<file path="src/hdl/qla_regmap_pkg.sv">
// register map of the controller with 16 bit address and 32 bit data
// address layout is space[15:12] channel[7:4] offset[3:0], bits 11:8 unused
// channel 0 holds the board registers and channels 1 to 4 the motors
`default_nettype none

package qla_regmap_pkg;

    // ----------------------------------------
    // address fields
    // ----------------------------------------
    typedef logic [3:0] addr_space_t;   // addr[15:12]
    typedef logic [3:0] chan_t;         // addr[7:4]

    localparam addr_space_t ADDR_MAIN = 4'h0;  // channel register space

    // offsets within one channel
    typedef enum logic [3:0] {
        OFF_STATUS     = 4'd0,  // board status and control on channel 0
        OFF_DAC_CTRL   = 4'd1,  // commanded current
        OFF_MOTOR_CTRL = 4'd2   // amp enable on write and motor status on read
    } reg_offset_e;

    // ----------------------------------------
    // write data bit positions
    // ----------------------------------------
    localparam int DAC_UPDATE_BIT = 31;  // request a dac frame
    localparam int PWR_MASK_BIT   = 19;  // power enable write mask
    localparam int PWR_VAL_BIT    = 18;
    localparam int AMP_MASK_BIT   = 9;   // amp enable write mask
    localparam int AMP_VAL_BIT    = 8;

endpackage

`default_nettype wire

</file>
<file path="src/hdl/qla_motor_pkg.sv">
// motor side constants for the quad amplifier
// the channel count is fixed because the register map encodes it
`default_nettype none

package qla_motor_pkg;

    localparam int NUM_CHAN = 4;    // channels 1 to 4

    // commanded current
    localparam int CUR_W = 16;
    typedef logic [CUR_W-1:0] cur_cmd_t;

    // ----------------------------------------
    // quad dac serial word
    // ----------------------------------------
    localparam int DAC_WORD_W = 24;  // cmd + addr + value

    typedef enum logic [3:0] {
        CMD_WRITE_UPDATE = 4'b0011  // write and update one dac
    } dac_cmd_e;

endpackage

`default_nettype wire

</file>
<file path="src/hdl/motor_cmd_regs.sv">
// motor channel registers on channels 1 to 4 of the main space
// the low 16 write bits set the command and bit 31 requests a dac frame
// amp enable writes need board power and the watchdog timeout clears them
// only one dac request can be pending behind a running frame
`default_nettype none

module motor_cmd_regs (
    input  logic                                sysclk,
    input  logic                                rst,
    input  logic [15:0]                         reg_waddr,
    input  logic [31:0]                         reg_wdata,
    input  logic                                reg_wen,
    input  logic [15:0]                         reg_raddr,
    input  logic [qla_motor_pkg::NUM_CHAN-1:0]  amp_fault,     // 1 means amp good
    input  logic                                pwr_enable,
    input  logic                                wdog_timeout,
    input  logic                                dac_busy,
    output qla_motor_pkg::cur_cmd_t             cur_cmd [qla_motor_pkg::NUM_CHAN],
    output logic                                cur_cmd_updated,
    output logic [qla_motor_pkg::NUM_CHAN-1:0]  amp_enable_cmd, // masked amp write
    output logic [qla_motor_pkg::NUM_CHAN-1:0]  amp_disable,
    output logic [31:0]                         motor_rdata
);

    localparam int NCH = qla_motor_pkg::NUM_CHAN;

    qla_regmap_pkg::chan_t w_chan;
    qla_regmap_pkg::chan_t r_chan;
    logic                  w_main;      // write strobe into main space
    logic                  w_dac;
    logic                  w_motor;
    logic [NCH-1:0]        w_sel;       // one hot channel select
    logic                  upd_wr;      // update request write
    logic                  cmd_req;     // request pending behind busy dac

    // ----------------------------------------
    // write decode
    // ----------------------------------------
    assign w_chan  = reg_waddr[7:4];
    assign r_chan  = reg_raddr[7:4];
    assign w_main  = reg_wen && (reg_waddr[15:12] == qla_regmap_pkg::ADDR_MAIN);
    assign w_dac   = w_main && (reg_waddr[3:0] == qla_regmap_pkg::OFF_DAC_CTRL);
    assign w_motor = w_main && (reg_waddr[3:0] == qla_regmap_pkg::OFF_MOTOR_CTRL);
    assign upd_wr  = w_dac && (|w_sel) && reg_wdata[qla_regmap_pkg::DAC_UPDATE_BIT];

    always_comb begin
        for (int i = 0; i < NCH; i++) begin
            w_sel[i] = (w_chan == qla_regmap_pkg::chan_t'(i + 1));
            amp_enable_cmd[i] = w_motor && w_sel[i]
                                && reg_wdata[qla_regmap_pkg::AMP_MASK_BIT];
        end
    end

    // commanded current per channel
    always_ff @(posedge sysclk) begin
        for (int i = 0; i < NCH; i++) begin
            if (rst) begin
                cur_cmd[i] <= '0;
            end else if (w_dac && w_sel[i]) begin
                cur_cmd[i] <= reg_wdata[qla_motor_pkg::CUR_W-1:0];
            end
        end
    end

    // amp disable holds the inverse of the enable
    always_ff @(posedge sysclk) begin
        if (rst || wdog_timeout) begin
            amp_disable <= '1;
        end else begin
            for (int i = 0; i < NCH; i++) begin
                if (amp_enable_cmd[i] && pwr_enable) begin    // no enable without power
                    amp_disable[i] <= ~reg_wdata[qla_regmap_pkg::AMP_VAL_BIT];
                end
            end
        end
    end

    // ----------------------------------------
    // dac request and pending latch
    // ----------------------------------------
    always_ff @(posedge sysclk) begin
        if (rst) begin
            cmd_req         <= 1'b0;
            cur_cmd_updated <= 1'b0;
        end else if (upd_wr) begin
            // a raised request is taken on this edge with the old values
            // so a new one goes pending as well
            cmd_req         <= dac_busy || cur_cmd_updated;
            cur_cmd_updated <= !dac_busy && !cur_cmd_updated;
        end else if (cmd_req && !dac_busy) begin
            cmd_req         <= 1'b0;
            cur_cmd_updated <= 1'b1;      // frame done so issue the pending one
        end else if (cur_cmd_updated && dac_busy) begin
            cur_cmd_updated <= 1'b0;      // dac took it
        end
    end

    // read data for the addressed channel
    always_comb begin
        motor_rdata = '0;
        for (int i = 0; i < NCH; i++) begin
            if (r_chan == qla_regmap_pkg::chan_t'(i + 1)) begin
                case (reg_raddr[3:0])
                    qla_regmap_pkg::OFF_DAC_CTRL:   motor_rdata = 32'(cur_cmd[i]);
                    qla_regmap_pkg::OFF_MOTOR_CTRL: motor_rdata = {30'd0, amp_fault[i],
                                                                   ~amp_disable[i]};
                    default:                        motor_rdata = '0;
                endcase
            end
        end
    end

endmodule

`default_nettype wire

</file>
<file path="src/hdl/dac_spi_ctrl.sv">
// serializer for one quad 16 bit dac in spi mode 0 and msb first
// a frame is four 24 bit words starting with channel 1
// sclk half period and the csel gap between words are SCLK_DIV sysclk cycles
// commands are captured when a frame starts and later changes wait
`default_nettype none

module dac_spi_ctrl #(
    parameter int SCLK_DIV = 2                  // sysclk cycles per sclk half period
) (
    input  logic                    sysclk,
    input  logic                    rst,
    input  qla_motor_pkg::cur_cmd_t cur_cmd [qla_motor_pkg::NUM_CHAN],
    input  logic                    cur_cmd_updated,
    output logic                    dac_busy,
    output logic                    dac_sclk,
    output logic                    dac_mosi,
    output logic                    dac_csel    // active low
);

    localparam int NCH   = qla_motor_pkg::NUM_CHAN;
    localparam int WW    = qla_motor_pkg::DAC_WORD_W;
    localparam int DIV_W = $clog2(SCLK_DIV + 1);
    localparam int BIT_W = $clog2(WW);
    localparam int CH_W  = $clog2(NCH);

    typedef enum logic [1:0] {
        ST_IDLE,
        ST_SHIFT,   // csel low and clocking bits
        ST_GAP      // csel high between words
    } dac_state_e;

    dac_state_e              state;
    logic [DIV_W-1:0]        div_cnt;
    logic                    tick;       // end of a half period
    logic [BIT_W-1:0]        bit_cnt;
    logic [CH_W-1:0]         word_cnt;
    logic [CH_W-1:0]         next_word;
    logic                    last_word;
    logic [WW-1:0]           shreg;
    qla_motor_pkg::cur_cmd_t snap [NCH];  // frame snapshot

    // command code then channel index minus one then value
    function automatic logic [WW-1:0] dac_word(input logic [CH_W-1:0] idx,
                                               input qla_motor_pkg::cur_cmd_t cmd);
        return {qla_motor_pkg::CMD_WRITE_UPDATE, 4'(idx), cmd};
    endfunction

    assign tick      = (div_cnt == DIV_W'(SCLK_DIV - 1));
    assign next_word = word_cnt + 1'b1;
    assign last_word = (word_cnt == CH_W'(NCH - 1));
    assign dac_busy  = (state != ST_IDLE);
    assign dac_mosi  = shreg[WW-1];

    // ----------------------------------------
    // sclk divider
    // ----------------------------------------
    always_ff @(posedge sysclk) begin
        if (rst || state == ST_IDLE || tick) begin
            div_cnt <= '0;
        end else begin
            div_cnt <= div_cnt + 1'b1;
        end
    end

    // ----------------------------------------
    // frame FSM
    // ----------------------------------------
    always_ff @(posedge sysclk) begin
        if (rst) begin
            state    <= ST_IDLE;
            dac_sclk <= 1'b0;
            dac_csel <= 1'b1;
            bit_cnt  <= '0;
            word_cnt <= '0;
        end else begin
            case (state)
                ST_IDLE: begin
                    if (cur_cmd_updated) begin
                        state    <= ST_SHIFT;
                        dac_csel <= 1'b0;
                        bit_cnt  <= '0;
                        word_cnt <= '0;
                    end
                end
                ST_SHIFT: begin
                    if (tick && !dac_sclk) begin
                        dac_sclk <= 1'b1;                 // dac samples here
                    end else if (tick) begin
                        dac_sclk <= 1'b0;
                        if (bit_cnt == BIT_W'(WW - 1)) begin
                            state    <= ST_GAP;
                            dac_csel <= 1'b1;
                        end else begin
                            bit_cnt <= bit_cnt + 1'b1;
                        end
                    end
                end
                ST_GAP: begin
                    if (tick && last_word) begin
                        state <= ST_IDLE;
                    end else if (tick) begin
                        state    <= ST_SHIFT;
                        dac_csel <= 1'b0;
                        bit_cnt  <= '0;
                        word_cnt <= next_word;
                    end
                end
                default: state <= ST_IDLE;
            endcase
        end
    end

    // shift data moves on the falling sclk edge
    always_ff @(posedge sysclk) begin
        if (state == ST_IDLE && cur_cmd_updated) begin
            snap  <= cur_cmd;
            shreg <= dac_word('0, cur_cmd[0]);
        end else if (state == ST_SHIFT && tick && dac_sclk) begin
            shreg <= {shreg[WW-2:0], 1'b0};
        end else if (state == ST_GAP && tick && !last_word) begin
            shreg <= dac_word(next_word, snap[next_word]);
        end
    end

endmodule

`default_nettype wire

</file>
<file path="src/hdl/board_regs.sv">
// board register at channel 0 offset 0 of the main space
// power enable takes a masked write and the watchdog timeout clears it
// wdog_clear pulses one cycle after any masked power or amp write
`default_nettype none

module board_regs (
    input  logic                                sysclk,
    input  logic                                rst,
    input  logic [15:0]                         reg_waddr,
    input  logic [31:0]                         reg_wdata,
    input  logic                                reg_wen,
    input  logic [3:0]                          board_id,   // rotary switch
    input  logic [qla_motor_pkg::NUM_CHAN-1:0]  amp_fault,
    input  logic                                wdog_timeout,
    input  logic [qla_motor_pkg::NUM_CHAN-1:0]  amp_enable_cmd,
    output logic                                pwr_enable,
    output logic                                wdog_clear,
    output logic [31:0]                         board_rdata
);

    logic pwr_wr;       // write to the status register
    logic pwr_cmd;      // masked power write

    assign pwr_wr = reg_wen
                    && (reg_waddr[15:12] == qla_regmap_pkg::ADDR_MAIN)
                    && (reg_waddr[7:4] == 4'd0)
                    && (reg_waddr[3:0] == qla_regmap_pkg::OFF_STATUS);
    assign pwr_cmd = pwr_wr && reg_wdata[qla_regmap_pkg::PWR_MASK_BIT];

    // ----------------------------------------
    // power enable and watchdog clear
    // ----------------------------------------
    always_ff @(posedge sysclk) begin
        if (rst) begin
            pwr_enable <= 1'b0;
            wdog_clear <= 1'b0;
        end else begin
            wdog_clear <= pwr_cmd || (|amp_enable_cmd);   // host wants power
            if (wdog_timeout) begin
                pwr_enable <= 1'b0;
            end else if (pwr_cmd) begin
                pwr_enable <= reg_wdata[qla_regmap_pkg::PWR_VAL_BIT];
            end
        end
    end

    // status word
    assign board_rdata = {4'd0, board_id,       // 31:24
                          12'd0, amp_fault,     // 23:8
                          6'd0, wdog_timeout, pwr_enable};

endmodule

`default_nettype wire

</file>
<file path="src/hdl/reg_read_mux.sv">
// read data select for the register bus and purely combinational
// anything outside the mapped registers reads as 0
`default_nettype none

module reg_read_mux (
    input  logic [15:0] reg_raddr,
    input  logic [31:0] motor_rdata,
    input  logic [31:0] board_rdata,
    output logic [31:0] reg_rdata
);

    qla_regmap_pkg::chan_t r_chan;
    logic                  r_main;
    logic                  r_board;    // channel 0 status
    logic                  r_motor;    // channels 1 to 4

    assign r_chan  = reg_raddr[7:4];
    assign r_main  = (reg_raddr[15:12] == qla_regmap_pkg::ADDR_MAIN);
    assign r_board = r_main && (r_chan == 4'd0)
                     && (reg_raddr[3:0] == qla_regmap_pkg::OFF_STATUS);
    assign r_motor = r_main && (r_chan != 4'd0)
                     && (r_chan <= qla_regmap_pkg::chan_t'(qla_motor_pkg::NUM_CHAN))
                     && ((reg_raddr[3:0] == qla_regmap_pkg::OFF_DAC_CTRL)
                         || (reg_raddr[3:0] == qla_regmap_pkg::OFF_MOTOR_CTRL));

    assign reg_rdata = r_board ? board_rdata :
                       r_motor ? motor_rdata : 32'd0;

endmodule

`default_nettype wire

</file>
<file path="src/hdl/qla_core.sv">
// motor command and board control core of the quad amplifier controller
// writes are one cycle reg_wen strobes and reads are combinational
// amp_fault and the watchdog timeout come from outside the core
// SCLK_DIV sets the dac sclk half period in sysclk cycles
`default_nettype none

module qla_core #(
    parameter int SCLK_DIV = 2
) (
    input  logic                                sysclk,
    input  logic                                rst,
    input  logic [3:0]                          board_id,
    input  logic [15:0]                         reg_waddr,
    input  logic [31:0]                         reg_wdata,
    input  logic                                reg_wen,
    input  logic [15:0]                         reg_raddr,
    input  logic [qla_motor_pkg::NUM_CHAN-1:0]  amp_fault,      // 1 means amp good
    input  logic                                wdog_timeout,
    output logic [31:0]                         reg_rdata,
    output logic                                pwr_enable,
    output logic [qla_motor_pkg::NUM_CHAN-1:0]  amp_disable,
    output logic                                wdog_clear,
    output logic                                dac_sclk,
    output logic                                dac_mosi,
    output logic                                dac_csel,
    output logic                                dac_busy
);

    qla_motor_pkg::cur_cmd_t                cur_cmd [qla_motor_pkg::NUM_CHAN];
    logic                                   cur_cmd_updated;   // dac frame request
    logic [qla_motor_pkg::NUM_CHAN-1:0]     amp_enable_cmd;
    logic [31:0]                            motor_rdata;
    logic [31:0]                            board_rdata;

    // ----------------------------------------
    // channel and board registers
    // ----------------------------------------
    motor_cmd_regs u_motor (
        .sysclk          (sysclk),
        .rst             (rst),
        .reg_waddr       (reg_waddr),
        .reg_wdata       (reg_wdata),
        .reg_wen         (reg_wen),
        .reg_raddr       (reg_raddr),
        .amp_fault       (amp_fault),
        .pwr_enable      (pwr_enable),
        .wdog_timeout    (wdog_timeout),
        .dac_busy        (dac_busy),
        .cur_cmd         (cur_cmd),
        .cur_cmd_updated (cur_cmd_updated),
        .amp_enable_cmd  (amp_enable_cmd),
        .amp_disable     (amp_disable),
        .motor_rdata     (motor_rdata)
    );

    board_regs u_board (
        .sysclk          (sysclk),
        .rst             (rst),
        .reg_waddr       (reg_waddr),
        .reg_wdata       (reg_wdata),
        .reg_wen         (reg_wen),
        .board_id        (board_id),
        .amp_fault       (amp_fault),
        .wdog_timeout    (wdog_timeout),
        .amp_enable_cmd  (amp_enable_cmd),
        .pwr_enable      (pwr_enable),
        .wdog_clear      (wdog_clear),
        .board_rdata     (board_rdata)
    );

    // ----------------------------------------
    // dac link and read path
    // ----------------------------------------
    dac_spi_ctrl #(
        .SCLK_DIV (SCLK_DIV)
    ) u_dac (
        .sysclk          (sysclk),
        .rst             (rst),
        .cur_cmd         (cur_cmd),
        .cur_cmd_updated (cur_cmd_updated),
        .dac_busy        (dac_busy),
        .dac_sclk        (dac_sclk),
        .dac_mosi        (dac_mosi),
        .dac_csel        (dac_csel)
    );

    reg_read_mux u_rmux (
        .reg_raddr       (reg_raddr),
        .motor_rdata     (motor_rdata),
        .board_rdata     (board_rdata),
        .reg_rdata       (reg_rdata)
    );

endmodule

`default_nettype wire

</file>
<file path="config.mk">
export PLATFORM = sky130hd
export DESIGN_NAME = qla_core
export DESIGN_NICKNAME = d
export VERILOG_FILES = /design/src/hdl/qla_regmap_pkg.sv /design/src/hdl/qla_motor_pkg.sv /design/src/hdl/motor_cmd_regs.sv /design/src/hdl/dac_spi_ctrl.sv /design/src/hdl/board_regs.sv /design/src/hdl/reg_read_mux.sv /design/src/hdl/qla_core.sv
export SDC_FILE = /design/constraint.sdc
export NUM_CORES = 1
export LEC_CHECK = 0
export BUFFER_PORTS_ARGS = -buffer_cell sky130_fd_sc_hd__buf_2
export CAP_MARGIN = 25
export CORE_ASPECT_RATIO = 0.9
export CORE_UTILIZATION = 60
export CTS_BUF_LIST = sky130_fd_sc_hd__clkbuf_4 sky130_fd_sc_hd__clkbuf_8
export CTS_CLUSTER_DIAMETER = 50
export CTS_CLUSTER_SIZE = 25
export DETAILED_ROUTE_END_ITERATION = 10
export GPL_ROUTABILITY_DRIVEN = 0
export PLACE_DENSITY = 0.84
export SYNTH_ARGS = -nofsm -noshare
export SYNTH_HDL_FRONTEND = slang
export SYNTH_SLANG_ARGS = --single-unit
</file>
<file path="constraint.sdc">
create_clock -name sysclk -period 5.7 [get_ports sysclk]
set_input_delay 1.14 -clock sysclk [delete_from_list [all_inputs] [get_ports sysclk]]
set_output_delay 1.14 -clock sysclk [all_outputs]
set_load 0.05 [all_outputs]
</file>
==> impl_metrics.json, run 1 <==
{
  "outcome": "finished with violations",
  "violations": "design-rule violations",
  "die_h_um": 110,
  "ctsHtreeMaxLevel": 4,
  "synthCells": 670,
  "maxSlewViolCount": 0,
  "clock-sinks": 173,
  "cp_cell_sequence": "buf_2, nor2b_2, a21boi_0, or4_1, a32o_1, buf_2",
  "grt_pass1_wl_um": 27200,
  "clk_latency_ns": 0.45,
  "cpPeakStageDelay_ns": 0.89,
  "setup_slack_ns": 1.20,
  "worst_pin_slew_ns": 0.947,
  "core_area_um2": 12600,
  "synth_area_um2": 7750,
  "crit_fanout": 19,
  "switching_share_pct": 22.8,
  "r2r_cells": 4,
  "yosys_warnings": 0,
  "crit_family": "simple AND/OR/NAND/NOR gates",
  "io_pins": 118,
  "dr.first_iter.drc_count": 445,
  "num_rows": 39,
  "grt_pass1_vias": 5447,
  "fmax_mhz": 222,
  "area_delta_synth_final_pct": 11.0,
  "rsz0062_at_grt": "false",
  "period_share_pct": 79.0,
  "hold_start": "u_motor.cur_cmd[42]",
  "drt_wl_total_um": 17300,
  "drcViolationCount": 2,
  "cts_resized": 0,
  "crit_path_start_kind": "primary input",
  "critPathKind": "primary input to output pin",
  "fin_skew_ns": 0.0110,
  "dieWidth_um": 122,
  "fin_crit_ns": 4.50,
  "p_comb_share_pct": 4.2,
  "power.share.clock_pct": 38.0,
  "place.port_buffers": 84,
  "hpwlAfterDp_um": 10800,
  "critPathCaptureType": "output pin",
  "synth_async_sr_flop_share_pct": 0,
  "clk_pin_slew_worst_paths_ns": 0.08,
  "drv_cap": 0,
  "ys_ff_latch": 173,
  "clockBufferDepth": 2,
  "synth_area_per_cell_um2": 11.6,
  "cts_setup_buffers": 0,
  "hold_end": "u_dac.snap[42]",
  "wl_per_cell_um": 18.9,
  "synth_flop_cell": "dfxtp_1",
  "grt_util_all_layers_pct": 27.1,
  "crit_path_frequent_cell": "buf_2",
  "fin_nets": 819,
  "required_ns": 4.56,
  "dr.pass1.iters": 10,
  "cts_tree": "built",
  "power_switching_uw": 508,
  "hold_buffers": 0,
  "hold_violations": 0,
  "grt_max_degree": 78,
  "tns_ns": 0,
  "dr_total_vias": 5650,
  "worstHoldPathType": "register to register",
  "viasPerCell": 6.16,
  "whs_ns": 0.463,
  "slew_headroom_pct": 36.6,
  "powerDensity_nw_per_um2": 259,
  "timing.rr.start": "u_dac.div_cnt[0]",
  "numCtsBuffers": 17,
  "hold_depth": 0,
  "rr_endpoint": "u_dac.shreg[3]",
  "crit_buf_inv": 2,
  "critPathArrivalTime_ns": 3.36,
  "antenna_found_initial": 1,
  "seq_area_frac_synth_pct": 55.0,
  "grt_overflow_total": 0,
  "setup_viol": 0,
  "synth_cell_types": 63,
  "design.die.area_um2": 13400,
  "total_power_uw": 2230,
  "drive_gt1_share_pct": 22.6,
  "synth_enable_flop_cells": 80,
  "vdd_drop_max_mv": 0.164,
  "cp_slowest_cell": "nor2b_2",
  "cts-root-buf": "clkbuf_8",
  "regToRegSetupSlack_ns": 2.83,
  "dp_slack_ns": 1.26,
  "p_int_uw": 1720,
  "leakage_uw": 0.00296,
  "seqPwrFrac_pct": 57.8,
  "final_antenna_net_count": 0,
  "start_util_pct": 61.3
}
[worst max-delay path by stage]
stage | from | end | slack (ns) | depth (start not counted)
2_1_floorplan | reg_raddr[5] | reg_rdata[12] | 1.41 | 7
3_3_place_gp | reg_raddr[5] | reg_rdata[0] | 1.30 | 6
3_5_place_dp | reg_raddr[5] | reg_rdata[12] | 1.26 | 6
4_1_cts | reg_raddr[5] | reg_rdata[12] | 1.25 | 6
5_1_grt | reg_raddr[5] | reg_rdata[0] | 1.10 | 6
6_report | reg_raddr[5] | reg_rdata[1] | 1.20 | 6
[state kept, by name, indices dropped and copies added (netlist names), 2 cells and up]
| signal | flops |
|---|---|
| u_motor.cur_cmd | 64 |
| u_dac.snap | 64 |
| u_dac.div_cnt | 2 |
| u_motor.amp_disable | 4 |
| u_dac.state | 2 |
| u_dac.shreg | 24 |
| u_dac.bit_cnt | 5 |
| u_dac.word_cnt | 2 |
[power by group through the flow]
stage                     combinational (uW)  clock, uW  sequential [uW]
after floorplan                         59.1          0             1320
after global placement                  88.2          0             1320
after detailed placement                91.2          0             1320
after CTS                               91.5        854             1290
after global routing                    99.3        912             1290
final                                   93.6        848             1290
[cell families (layout without fill, tap and decap cells)]
| family | Yosys count | in the layout | synth area share, % |
|---|---|---|---|
| adder cells (fa/ha/maj) | 4 | 4 | 0.646 |
| XOR/XNOR | 2 | 2 | 0.226 |
| multiplexers | 95 | 95 | 15.1 |
| AO/OA/AOI/OAI | 93 | 93 | 8.86 |
| flip-flops | 173 | 173 | 55.0 |
| AND/OR/NAND/NOR | 238 | 238 | 15.9 |
| other | 1 | 13 | 0.0484 |
| buffers and inverters | 64 | 135 | 4.25 |
[through the flow]
step	util (%)	cell area, um^2	instances
global route	68.1	8600	917
CTS	68.1	8600	916
floorplan	-	7790	681
detailed placement	64.9	8210	884
global placement	64.9	8210	884
finish	68.1	8600	917
[layout make-up]
| class | count | area, um^2 |
|---|---|---|
| antenna | 1 | 2.50 |
| clock buffer | 20 | 256 |
| clock inverter | 12 | 139 |
| fill | 906 | 4040 |
| inverter | 7 | 26.3 |
| multi-input combinational | 444 | 3200 |
| sequential | 173 | 4260 |
| tap | 164 | 205 |
| timing repair buffer | 96 | 510 |
[cells in the mapped netlist (5+ instances only)]
cell      count  area share [%]
dfxtp_1      93              24
nor4_1       10            0.81
buf_6         5            0.73
nand2_1      54             2.6
a22o_1       14             1.6
a31oi_1      17             1.4
nand3_1       6            0.39
inv_1         6            0.29
clkbuf_1     33             1.6
nand3b_1     10            0.97
mux4_2       16             4.7
a21oi_1       7            0.45
edfxtp_1     80              31
mux2_2       14             2.0
nor2_1      110             5.3
mux2i_1      65             8.4
buf_4        13             1.3
or4b_1        5            0.65
a22oi_1      21             2.0
o21ai_0       5            0.32
[per-layer routing]
layer / up-vias / wire (um) / global-route usage, %
li1: 2589 / - / -
met1: 2716 / 7060 / 34.1
met2: 284 / 8440 / 45.0
met3: 61 / 1350 / 5.60
met4: 0 / 443 / 12.8
met5: - / 0 / 0
[layout by cell type (no fill, tap or decap), drive strengths merged, types with 12 or more instances in the layout]
master and count:
nand2 54, mux2i 65, nor2 110, a31oi 17, dfxtp 93, edfxtp 80, mux2 14, conb 12
nor4 14, clkbuf 20, buf 96, a22oi 21, mux4 16, a22o 14
Note: power is estimated with default switching activity, not from simulation.
==> run 2: changes to the inputs <==
Settings changed: CORE_UTILIZATION 60 to 59, PLACE_DENSITY 0.84 to 0.82.
Clock period 5.7 ns to 4.6 ns, I/O delays scaled along.
==> impl_metrics.json, run 2 (synthesis gave the netlist of run 1 again) <==
{
  "outcome": "finished, final reports clean",
  "die_h_um": 111,
  "dr.first_iter.drc_count": 585,
  "core_area_um2": 12700,
  "maxSlewViolCount": 0,
  "design.die.area_um2": 13600,
  "grt_util_all_layers_pct": 27.1,
  "power.share.clock_pct": 40.9,
  "grt_pass1_vias": 5474,
  "cp_cell_sequence": "buf_2, nor4_1, nand2_1, or4_1, o2bb2ai_1, buf_2",
  "p_int_uw": 2270,
  "vdd_drop_max_mv": 0.209,
  "rsz0062_at_grt": "false",
  "grt_overflow_total": 0,
  "critPathArrivalTime_ns": 2.91,
  "ctsHtreeMaxLevel": 4,
  "cpPeakStageDelay_ns": 0.86,
  "crit_fanout": 14,
  "dr.pass1.iters": 5,
  "critPathKind": "primary input to output pin",
  "area_delta_synth_final_pct": 12.3,
  "cts_tree": "built",
  "tns_ns": 0,
  "power_switching_uw": 633,
  "cts_resized": 0,
  "fin_crit_ns": 3.83,
  "num_rows": 39,
  "cts-root-buf": "clkbuf_8",
  "clockBufferDepth": 2,
  "met2_length_um": 8560,
  "worst_pin_slew_ns": 0.864,
  "fin_area_um2": 8700,
  "leakage_uw": 0.00301,
  "fin_skew_ns": 0.0108,
  "m1WireLength_um": 7160,
  "start_util_pct": 60.8,
  "drt_wl_total_um": 17500,
  "grt_pass1_wl_um": 27700,
  "wl_per_cell_um": 19.0,
  "fin_nets": 823,
  "critPathCaptureType": "output pin",
  "setup_viol": 0,
  "required_ns": 3.68,
  "crit_path_start_kind": "primary input",
  "cts_setup_buffers": 0,
  "switching_share_pct": 21.8,
  "regToRegSetupSlack_ns": 1.77,
  "drv_cap": 0,
  "period_share_pct": 83.3,
  "clock-sinks": 173,
  "viasPerCell": 6.13,
  "most-common-layout-cells": "nor2_1, dfxtp_1, buf_2, edfxtp_1, mux2i_1",
  "cp_slowest_cell": "or4_1",
  "dpl_cell_area_um2": 8250,
  "numCtsBuffers": 17,
  "slew_headroom_pct": 42.4,
  "grt_max_degree": 52,
  "seqPwrFrac_pct": 55.0,
  "fmax_mhz": 261,
  "powerDensity_nw_per_um2": 333,
  "dr.max_layer_used": "met4",
  "final_antenna_net_count": 0,
  "worstHoldPathType": "register to register",
  "crit_path_frequent_cell": "buf_2",
  "largestRegisters": "u_dac.snap (64), u_motor.cur_cmd (64), u_dac.shreg (24)",
  "clk_latency_ns": 0.46,
  "drive_gt1_share_pct": 22.9,
  "hpwlAfterDp_um": 11300,
  "clk_pin_slew_worst_paths_ns": 0.09,
  "io_pins": 118,
  "dieWidth_um": 123,
  "place.port_buffers": 84,
  "dr_total_vias": 5646,
  "layout_commonest_cell": "nor2_1",
  "antenna_found_initial": 1,
  "drcViolationCount": 0,
  "hold_violations": 0,
  "routed-wl-met3_um": 1310,
  "p_comb_share_pct": 4.1,
  "hold_buffers": 0
}
-- run 2: layout make-up --
| class | instances | area, um^2 |
|---|---|---|
| Timing Repair Buffer | 100 | 553 |
| Clock buffer | 21 | 277 |
| Inverter | 7 | 26.3 |
| Fill cell | 901 | 4030 |
| Multi-Input combinational cell | 444 | 3200 |
| Antenna cell | 1 | 2.50 |
| Tap cell | 164 | 205 |
| Sequential cell | 173 | 4260 |
| Clock inverter | 11 | 180 |
-- run 2: metal layers --
metal  track usage [%]  up-vias
li1                  -     2608
met1              34.6     2722
met2              43.5      264
met3              5.92       52
met4              12.8        0
met5                 0        -
-- run 2: power groups by stage --
stage	logic [uW]	clock network, uW	registers [uW]
after floorplan	73.3	0	1630
after global placement	112	0	1630
after detailed placement	116	0	1630
after CTS	116	1200	1600
after global routing	124	1250	1600
final	118	1190	1600
-- run 2: critical path, delay by kind of cell --
kind / cells / cell delay, ns
AND/OR/NAND/NOR: 3 / 1.34
AO/OA/AOI/OAI: 1 / 0.26
buffers and inverters: 2 / 0.39
-- run 2: final timing paths --
kind / start / endpoint / cells after the start
worst max-delay path: reg_raddr[13] / reg_rdata[9] / 6
worst min-delay path: u_motor.cur_cmd[22] / u_dac.snap[22] / 0
worst max register to register: u_dac.div_cnt[0] / u_dac.shreg[10] / 4
worst min register to register: u_motor.cur_cmd[22] / u_dac.snap[22] / 0
-- run 2: per-stage QoR --
stage / total power (uW) / setup slack, ns / std cells / utilization, % / hold WS (ns)
6_report: 2900 / 0.766 / 921 / 68.3 / 0.465
3_3_place_gp: 1740 / 0.796 / 888 / 64.7 / 0.430
3_5_place_dp: 1750 / 0.710 / 888 / 64.7 / 0.435
2_1_floorplan: 1700 / 0.753 / 681 / - / 0.422
4_1_cts: 2910 / 0.706 / 920 / 68.3 / 0.464
5_1_grt: 2970 / 0.659 / 921 / 68.3 / 0.478
==> run 3: changes to the inputs <==
Settings changed: ABC_AREA set to 1.
Clock period 4.6 ns to 4 ns, I/O delays scaled along.
==> impl_metrics.json, run 3 <==
{
  "core_area_um2": 13400,
  "fin_crit_ns": 3.43,
  "io_pins": 118,
  "period_share_pct": 85.6,
  "clk_pin_slew_worst_paths_ns": 0.09,
  "dr.pass1.iters": 6,
  "cts_resized": 0,
  "maxSlewViolCount": 0,
  "synth-simple-area-share_pct": 27.8,
  "synthTopCellsByCount": "nand2_1, nand3_1, dfxtp_1",
  "rr_endpoint": "u_dac.shreg[15]",
  "die_h_um": 113,
  "synthCells": 995,
  "dr.first_iter.drc_count": 808,
  "clock-sinks": 173,
  "crit_path_frequent_cell": "nor2_1",
  "p_int_uw": 2630,
  "grt_pass1_vias": 6580,
  "yosys.area.top_type": "edfxtp_1",
  "switching_share_pct": 22.5,
  "synth_top_area_share_pct": 29.5,
  "synth_compound_area_share_pct": 11.3,
  "clockBufferDepth": 2,
  "area_delta_synth_final_pct": 10.5,
  "multi_input_area_um2": 3290,
  "crit_fanout": 14,
  "dr_total_vias": 7158,
  "setup_viol": 0,
  "final_antenna_net_count": 0,
  "hpwlAfterDp_um": 12800,
  "critPathKind": "primary input to output pin",
  "cp_slowest_cell": "nor2_4",
  "seqPwrFrac_pct": 54.2,
  "synth_most_common_cell": "nand2_1",
  "drive_gt1_share_pct": 15.8,
  "cp_cell_sequence": "buf_2, nor2_1, nor2_1, nor2_2, nand3_4, nor2_4, o21ai_1, nor2_1, buf_2",
  "synth.area.mux_share_pct": 0,
  "cts_tree": "built",
  "drt_wl_total_um": 20800,
  "hold_buffers": 0,
  "layout_commonest_cell": "nand2_1",
  "clk_latency_ns": 0.47,
  "viasPerCell": 5.77,
  "critPathCaptureType": "output pin",
  "num_rows": 40,
  "synth_top_family_by_area": "simple AND/OR/NAND/NOR gates",
  "synth_cell_types": 36,
  "place.port_buffers": 84,
  "grt_overflow_total": 0,
  "hold_depth": 0,
  "grt_util_all_layers_pct": 30.0,
  "synth_area_per_cell_um2": 8.17,
  "synth_xor_area_share_pct": 0.215,
  "fillCellCount": 1084,
  "synth_flop_cell": "dfxtp_1",
  "worst_pin_slew_ns": 1.10,
  "crit_family": "simple AND/OR/NAND/NOR gates",
  "most-common-layout-cells": "nand2_1, nand3_1, dfxtp_1, nor2_1, a21oi_1",
  "worstHoldPathType": "register to register",
  "fmax_mhz": 292,
  "leakage_uw": 0.00366,
  "numCtsBuffers": 17,
  "critPathArrivalTime_ns": 2.63,
  "ctsHtreeMaxLevel": 4,
  "outcome": "finished, final reports clean",
  "dieWidth_um": 126,
  "dp_slack_ns": 0.696,
  "seq_area_um2": 4260,
  "synth_enable_flop_cells": 80,
  "vdd_drop_max_mv": 0.285,
  "fin_skew_ns": 0.0106,
  "grt_pass1_wl_um": 32800,
  "diodes": 0,
  "synth_async_sr_flop_share_pct": 0,
  "ys_ff_latch": 173,
  "r2r_cells": 7,
  "largestRegisters": "u_dac.snap (64), u_motor.cur_cmd (64), u_dac.shreg (24)",
  "hold_violations": 0,
  "synth_area_um2": 8130,
  "cts_setup_buffers": 0,
  "drcViolationCount": 0,
  "crit_path_start_kind": "primary input",
  "p_comb_share_pct": 4.6,
  "total_power_uw": 3390,
  "seq_area_frac_synth_pct": 52.4,
  "hold_end": "u_dac.snap[41]",
  "tns_ns": 0,
  "crit_buf_inv": 2,
  "start_util_pct": 60.6,
  "slew_headroom_pct": 26.3,
  "wl_per_cell_um": 16.8,
  "fin_nets": 1140,
  "powerDensity_nw_per_um2": 378,
  "antenna_found_initial": 0,
  "timing.rr.start": "u_dac.word_cnt[0]",
  "synth_fa_ha_area_share_pct": 0.615,
  "synth.area.top_cells": "edfxtp_1, dfxtp_1, nand2_1",
  "power_switching_uw": 763,
  "setup_slack_ns": 0.574,
  "grt_max_degree": 48,
  "yosys_warnings": 0,
  "cpPeakStageDelay_ns": 0.35,
  "hold_start": "u_motor.cur_cmd[41]",
  "regToRegSetupSlack_ns": 1.58,
  "required_ns": 3.20,
  "design.die.area_um2": 14300,
  "drv_cap": 0,
  "power.share.clock_pct": 41.2,
  "cts-root-buf": "clkbuf_8",
  "rsz0062_at_grt": "false"
}
## run 3: how the worst max path moves through the flow
stage               cells past startpoint  slack, ns    startpoint            end
finish                                  9       0.57  reg_raddr[4]  reg_rdata[13]
global route                            9       0.56  reg_raddr[4]   reg_rdata[5]
CTS                                     9       0.65  reg_raddr[4]  reg_rdata[13]
detailed placement                      9       0.70  reg_raddr[4]  reg_rdata[13]
global placement                        9       0.73  reg_raddr[4]  reg_rdata[13]
floorplan                               8       0.89  reg_raddr[3]  reg_rdata[12]
## run 3: metal layers
| metal | vias to the layer above | GRT usage [%] | part of all wire, % |
|---|---|---|---|
| li1 | 3425 | - | - |
| met1 | 3207 | 39.8 | 40 |
| met2 | 451 | 47.2 | 46 |
| met3 | 75 | 5.68 | 11 |
| met4 | 0 | 16.0 | 3.3 |
| met5 | - | 0 | 0 |
## run 3: power by group through the flow
stage | combinational [uW] | sequential (uW) | clock, uW
after detailed placement | 151 | 1880 | 0
after global placement | 149 | 1880 | 0
after floorplan | 99.2 | 1880 | 0
final | 155 | 1840 | 1400
after global routing | 166 | 1840 | 1470
after CTS | 152 | 1840 | 1400
## run 3: per-stage QoR
| step | instance area (um^2) | util [%] | cells | hold WS (ns) |
|---|---|---|---|---|
| after floorplan | 8170 | - | 1006 | 0.408 |
| after global placement | 8520 | 63.6 | 1209 | 0.413 |
| after detailed placement | 8520 | 63.6 | 1209 | 0.418 |
| after CTS | 8980 | 67.0 | 1241 | 0.439 |
| after global routing | 8980 | 67.0 | 1241 | 0.443 |
| final | 8980 | 67.0 | 1241 | 0.442 |
## run 3: cells by family after synthesis
family | count (synthesis)
and+or+nand+nor | 513
AOI/OAI and AO/OA | 177
DFF | 173
buffers and inverters | 125
adders and majority gates | 4
xor gates and xnor gates | 2
other | 1
## run 3: area by class of cell
| type | count | share of cell area [%] |
|---|---|---|
| Timing Repair Buffer | 98 | 5.85 |
| Tap cell | 168 | 2.34 |
| Multi-Input combinational cell | 708 | 36.6 |
| Inverter | 62 | 2.59 |
| Sequential cell | 173 | 47.5 |
| Clock inverter | 14 | 2.42 |
| Clock buffer | 18 | 2.69 |
